--- config.mk ---
export PLATFORM = sky130hd
export DESIGN_NAME = rf_read_select
export DESIGN_NICKNAME = d
export VERILOG_FILES = /design/src/design/rf_data_pkg.sv /design/src/design/rf_port_pkg.sv /design/src/design/rf_read_select.sv
export SDC_FILE = /design/constraint.sdc
export NUM_CORES = 1
export LEC_CHECK = 0
export ABC_AREA = 1
export BUFFER_PORTS_ARGS = -buffer_cell sky130_fd_sc_hd__buf_2
export CORE_ASPECT_RATIO = 0.5
export CORE_MARGIN = 3
export CORE_UTILIZATION = 32
export DETAILED_ROUTE_END_ITERATION = 8
export PLACE_DENSITY = 0.94
export RECOVER_POWER = 25
export SYNTH_ARGS = -nofsm -noshare
export SYNTH_HDL_FRONTEND = slang
export SYNTH_SLANG_ARGS = --single-unit
--- constraint.sdc ---
create_clock -name vclk -period 0.95
set_input_delay 0.19 -clock vclk [all_inputs]
set_output_delay 0.19 -clock vclk [all_outputs]
set_load 0.005 [all_outputs]
--- src/design/rf_data_pkg.sv ---
// ======================================================================
// register word and register address definitions
// ======================================================================

package rf_data_pkg;

	// a register word is eight bytes wide
	localparam int DATA_BYTES = 8;

	typedef logic [DATA_BYTES*8-1:0] data_t;

	// one write enable per byte of a word
	typedef logic [DATA_BYTES-1:0] byte_en_t;

	// 8 register sets of 32 registers give 256 entries
	localparam int REG_ADDR_W = 8;

	// the register number sits in the low bits of the address
	// and the register set takes the bits above it
	localparam int REG_NUM_W = 5;

	typedef logic [REG_ADDR_W-1:0] reg_addr_t;

endpackage

--- src/design/rf_port_pkg.sv ---
// ======================================================================
// write port request and bank tag definitions
// ======================================================================

package rf_port_pkg;

	// one write request as it arrives from the issue side
	// we is a plain strobe with no handshake behind it
	typedef struct packed {
		logic                 we;
		rf_data_pkg::byte_en_t byte_en;
		rf_data_pkg::reg_addr_t addr;
		rf_data_pkg::data_t    data;
	} wr_req_t;

	// names the bank that holds the newest copy of a byte
	// bank 0 is written by write port 0 and bank 1 by write port 1
	typedef enum logic {
		BANK_W0 = 1'b0,
		BANK_W1 = 1'b1
	} bank_sel_e;

	// the live table stores a full vector of these per entry
	// so a word can be assembled from both banks

endpackage

--- src/design/rf_read_select.sv ---
`timescale 1ns/10ps

module rf_read_select (
	input  rf_port_pkg::bank_sel_e [rf_data_pkg::DATA_BYTES-1:0] tag,
	input  rf_data_pkg::reg_addr_t                               addr_q,
	input  rf_data_pkg::data_t                                   word0,
	input  rf_data_pkg::data_t                                   word1,
	output rf_data_pkg::data_t                                   rd_data
);

	import rf_data_pkg::*;
	import rf_port_pkg::*;

	logic is_zero_reg;

	// register zero of every set is hardwired to zero whatever the
	// banks happen to hold at that entry
	assign is_zero_reg = (addr_q[REG_NUM_W-1:0] == '0);

	always_comb begin
		rd_data = '0;
		if (!is_zero_reg) begin
			// each byte comes from the bank that wrote it last
			for (int b = 0; b < DATA_BYTES; b++) begin
				if (tag[b] == BANK_W1) begin
					rd_data[b*8 +: 8] = word1[b*8 +: 8];
				end else begin
					rd_data[b*8 +: 8] = word0[b*8 +: 8];
				end
			end
		end
	end

endmodule

==> impl_metrics.env <==
export IMPL_status="finished, violations left"
export IMPL_violations="setup timing"
export IMPL_hold_path_class="in -> out"
export IMPL_p_leak_nw=2.04
export IMPL_drc=0
export IMPL_max_slew_worst_pin_slew_ns=0.262
export IMPL_dp_hpwl_mm=4.79
export IMPL_critPathRequiredTime_ns=0.76
export IMPL_cp_end_kind="output port"
export IMPL_grt_overflow=0
export IMPL_p_per_area_mw_per_mm2=417
export IMPL_slew_viol_final=0
export IMPL_fmax_mhz=884
export IMPL_critical_path_startpoint="addr_q[3]"
export IMPL_design_core_area_mm2=0.00416
export IMPL_grt_pass1_vias=2021
export IMPL_cap_violations=0
export IMPL_multi_input_area_um2=841
export IMPL_final_cell_area_mm2=0.00246
export IMPL_setup_tns_ns=-10.66
export IMPL_first_iter_violations=58
export IMPL_area_delta_synth_final_pct=67.0
export IMPL_portBuffers=205
export IMPL_ys_warn_count=0
export IMPL_rows=16
export IMPL_cp_arrival_ns=0.94
export IMPL_final_util=0.590
export IMPL_cts_resized=2
export IMPL_dieArea_mm2=0.00550
export IMPL_grt_max_degree=35
export IMPL_io_pins=208
export IMPL_worstSetupPathType="in -> out"
export IMPL_finalSetupViolations=64
export IMPL_fillers=452
export IMPL_stdcell_count=585
export IMPL_start_util=0.354
export IMPL_die_h_um=54.0
export IMPL_cts_setup_buffers=0
export IMPL_synth_nets=482
export IMPL_first_pass_iters=4
export IMPL_seq_cells=0
export IMPL_avgSynthCellArea_um2=4.36
export IMPL_drive_gt1_frac=0.395
export IMPL_placed_cells=585
export IMPL_critPathMaxFanout=34
export IMPL_ant_nets=0
export IMPL_synth_yosys_seq_area_share=0
export IMPL_die_x_um=102
export IMPL_wl_mm=5.47
export IMPL_vias_per_cell=4.09
export IMPL_relSlewSlack=0.826
export IMPL_critPathLaunchType="input pin"
export IMPL_synth_cell_type_count=6
export IMPL_grtUsageTotal=0.173
export IMPL_clkbuf_count=0
export IMPL_antenna_found_initial=0
export IMPL_cts_hold_buf=0
export IMPL_netlist_area_mm2=0.00147
export IMPL_grt_pass1_wl_mm=8.03
export IMPL_wl_per_cell_um=9.35
export IMPL_ir_drop_uv=233
export IMPL_finalCritPeriodShare=1.19
export IMPL_worst_slack_ns=-0.181
export IMPL_gp_congestion=0.875
export IMPL_placed_cell_area_mm2=0.00245
export IMPL_register_area_um2=0
export IMPL_holdCritStartpoint="word1[47]"
export IMPL_num_antenna_cells=0
export IMPL_rsz0062_at_grt="yes"
export IMPL_vias=2393
export IMPL_syn_inst=338
export IMPL_final_nets=677
export IMPL_fin_crit_ns=1.13
export IMPL_finalHoldViolCount=0
## layout make-up
class / instances / share of cell area
Timing Repair Buffer: 207 / 0.434
Tap cell: 54 / 0.0275
Multi-Input combinational cell: 195 / 0.342
Inverter: 129 / 0.197
## per-layer routing
layer | vias up | track usage | part of all wire
li1 | 1323 | - | -
met1 | 997 | 0.189 | 0.38
met2 | 69 | 0.384 | 0.57
met3 | 4 | 0.0129 | 0.052
met4 | 0 | 0.0109 | 0.0055
met5 | - | 0 | 0
## cells in the final DEF (no fill, tap or decap), drive strengths merged
master	Yosys	routed
buf	14	207
inv	129	129
nand2	128	128
o21ai	64	64
nor2	2	2
nand3	1	1
## logic make-up (layout without fill, tap and decap cells)
group | after synthesis | after routing | synth area share
buffers and inverters | 143 | 336 | 0.436
AND/OR/NAND/NOR | 131 | 131 | 0.347
AO/OA/AOI/OAI | 64 | 64 | 0.218
## power by group
part           leakage [nW]  total [mW]  switching (mW)  internal, mW
clock                     0           0               0             0
sequential                0           0               0             0
combinational          2.04        1.03           0.489         0.536
total                  2.04        1.03           0.489         0.536
## worst paths after layout
check	end	cells after the start
worst max-delay path	rd_data[46]	7
worst min-delay path	rd_data[47]	6
## worst max-delay path, cell delays in order
cell	delay (ns)
buf_2	0.12
nor2_4	0.12
nand3_4	0.10
buf_12	0.18
nand2_1	0.07
inv_1	0.04
buf_2	0.12
## synth_stat cells (all sizes together)
| master | number | share of area |
|---|---|---|
| buf | 14 | 0.11 |
| inv | 129 | 0.33 |
| nand2 | 128 | 0.33 |
| nand3 | 1 | 0.012 |
| nor2 | 2 | 0.0085 |
| o21ai | 64 | 0.22 |
## through the flow
stage | hold WS, ns | power [mW] | setup slack [ns]
finish | 0.735 | 1.03 | -0.181
global route | 0.769 | 1.18 | -0.239
CTS | 0.739 | 1.04 | -0.176
detailed placement | 0.738 | 1.03 | -0.211
global placement | 0.734 | 1.00 | -0.181
floorplan | 0.544 | 0.501 | 0.0423
Note: power is estimated with default switching activity, not from simulation.
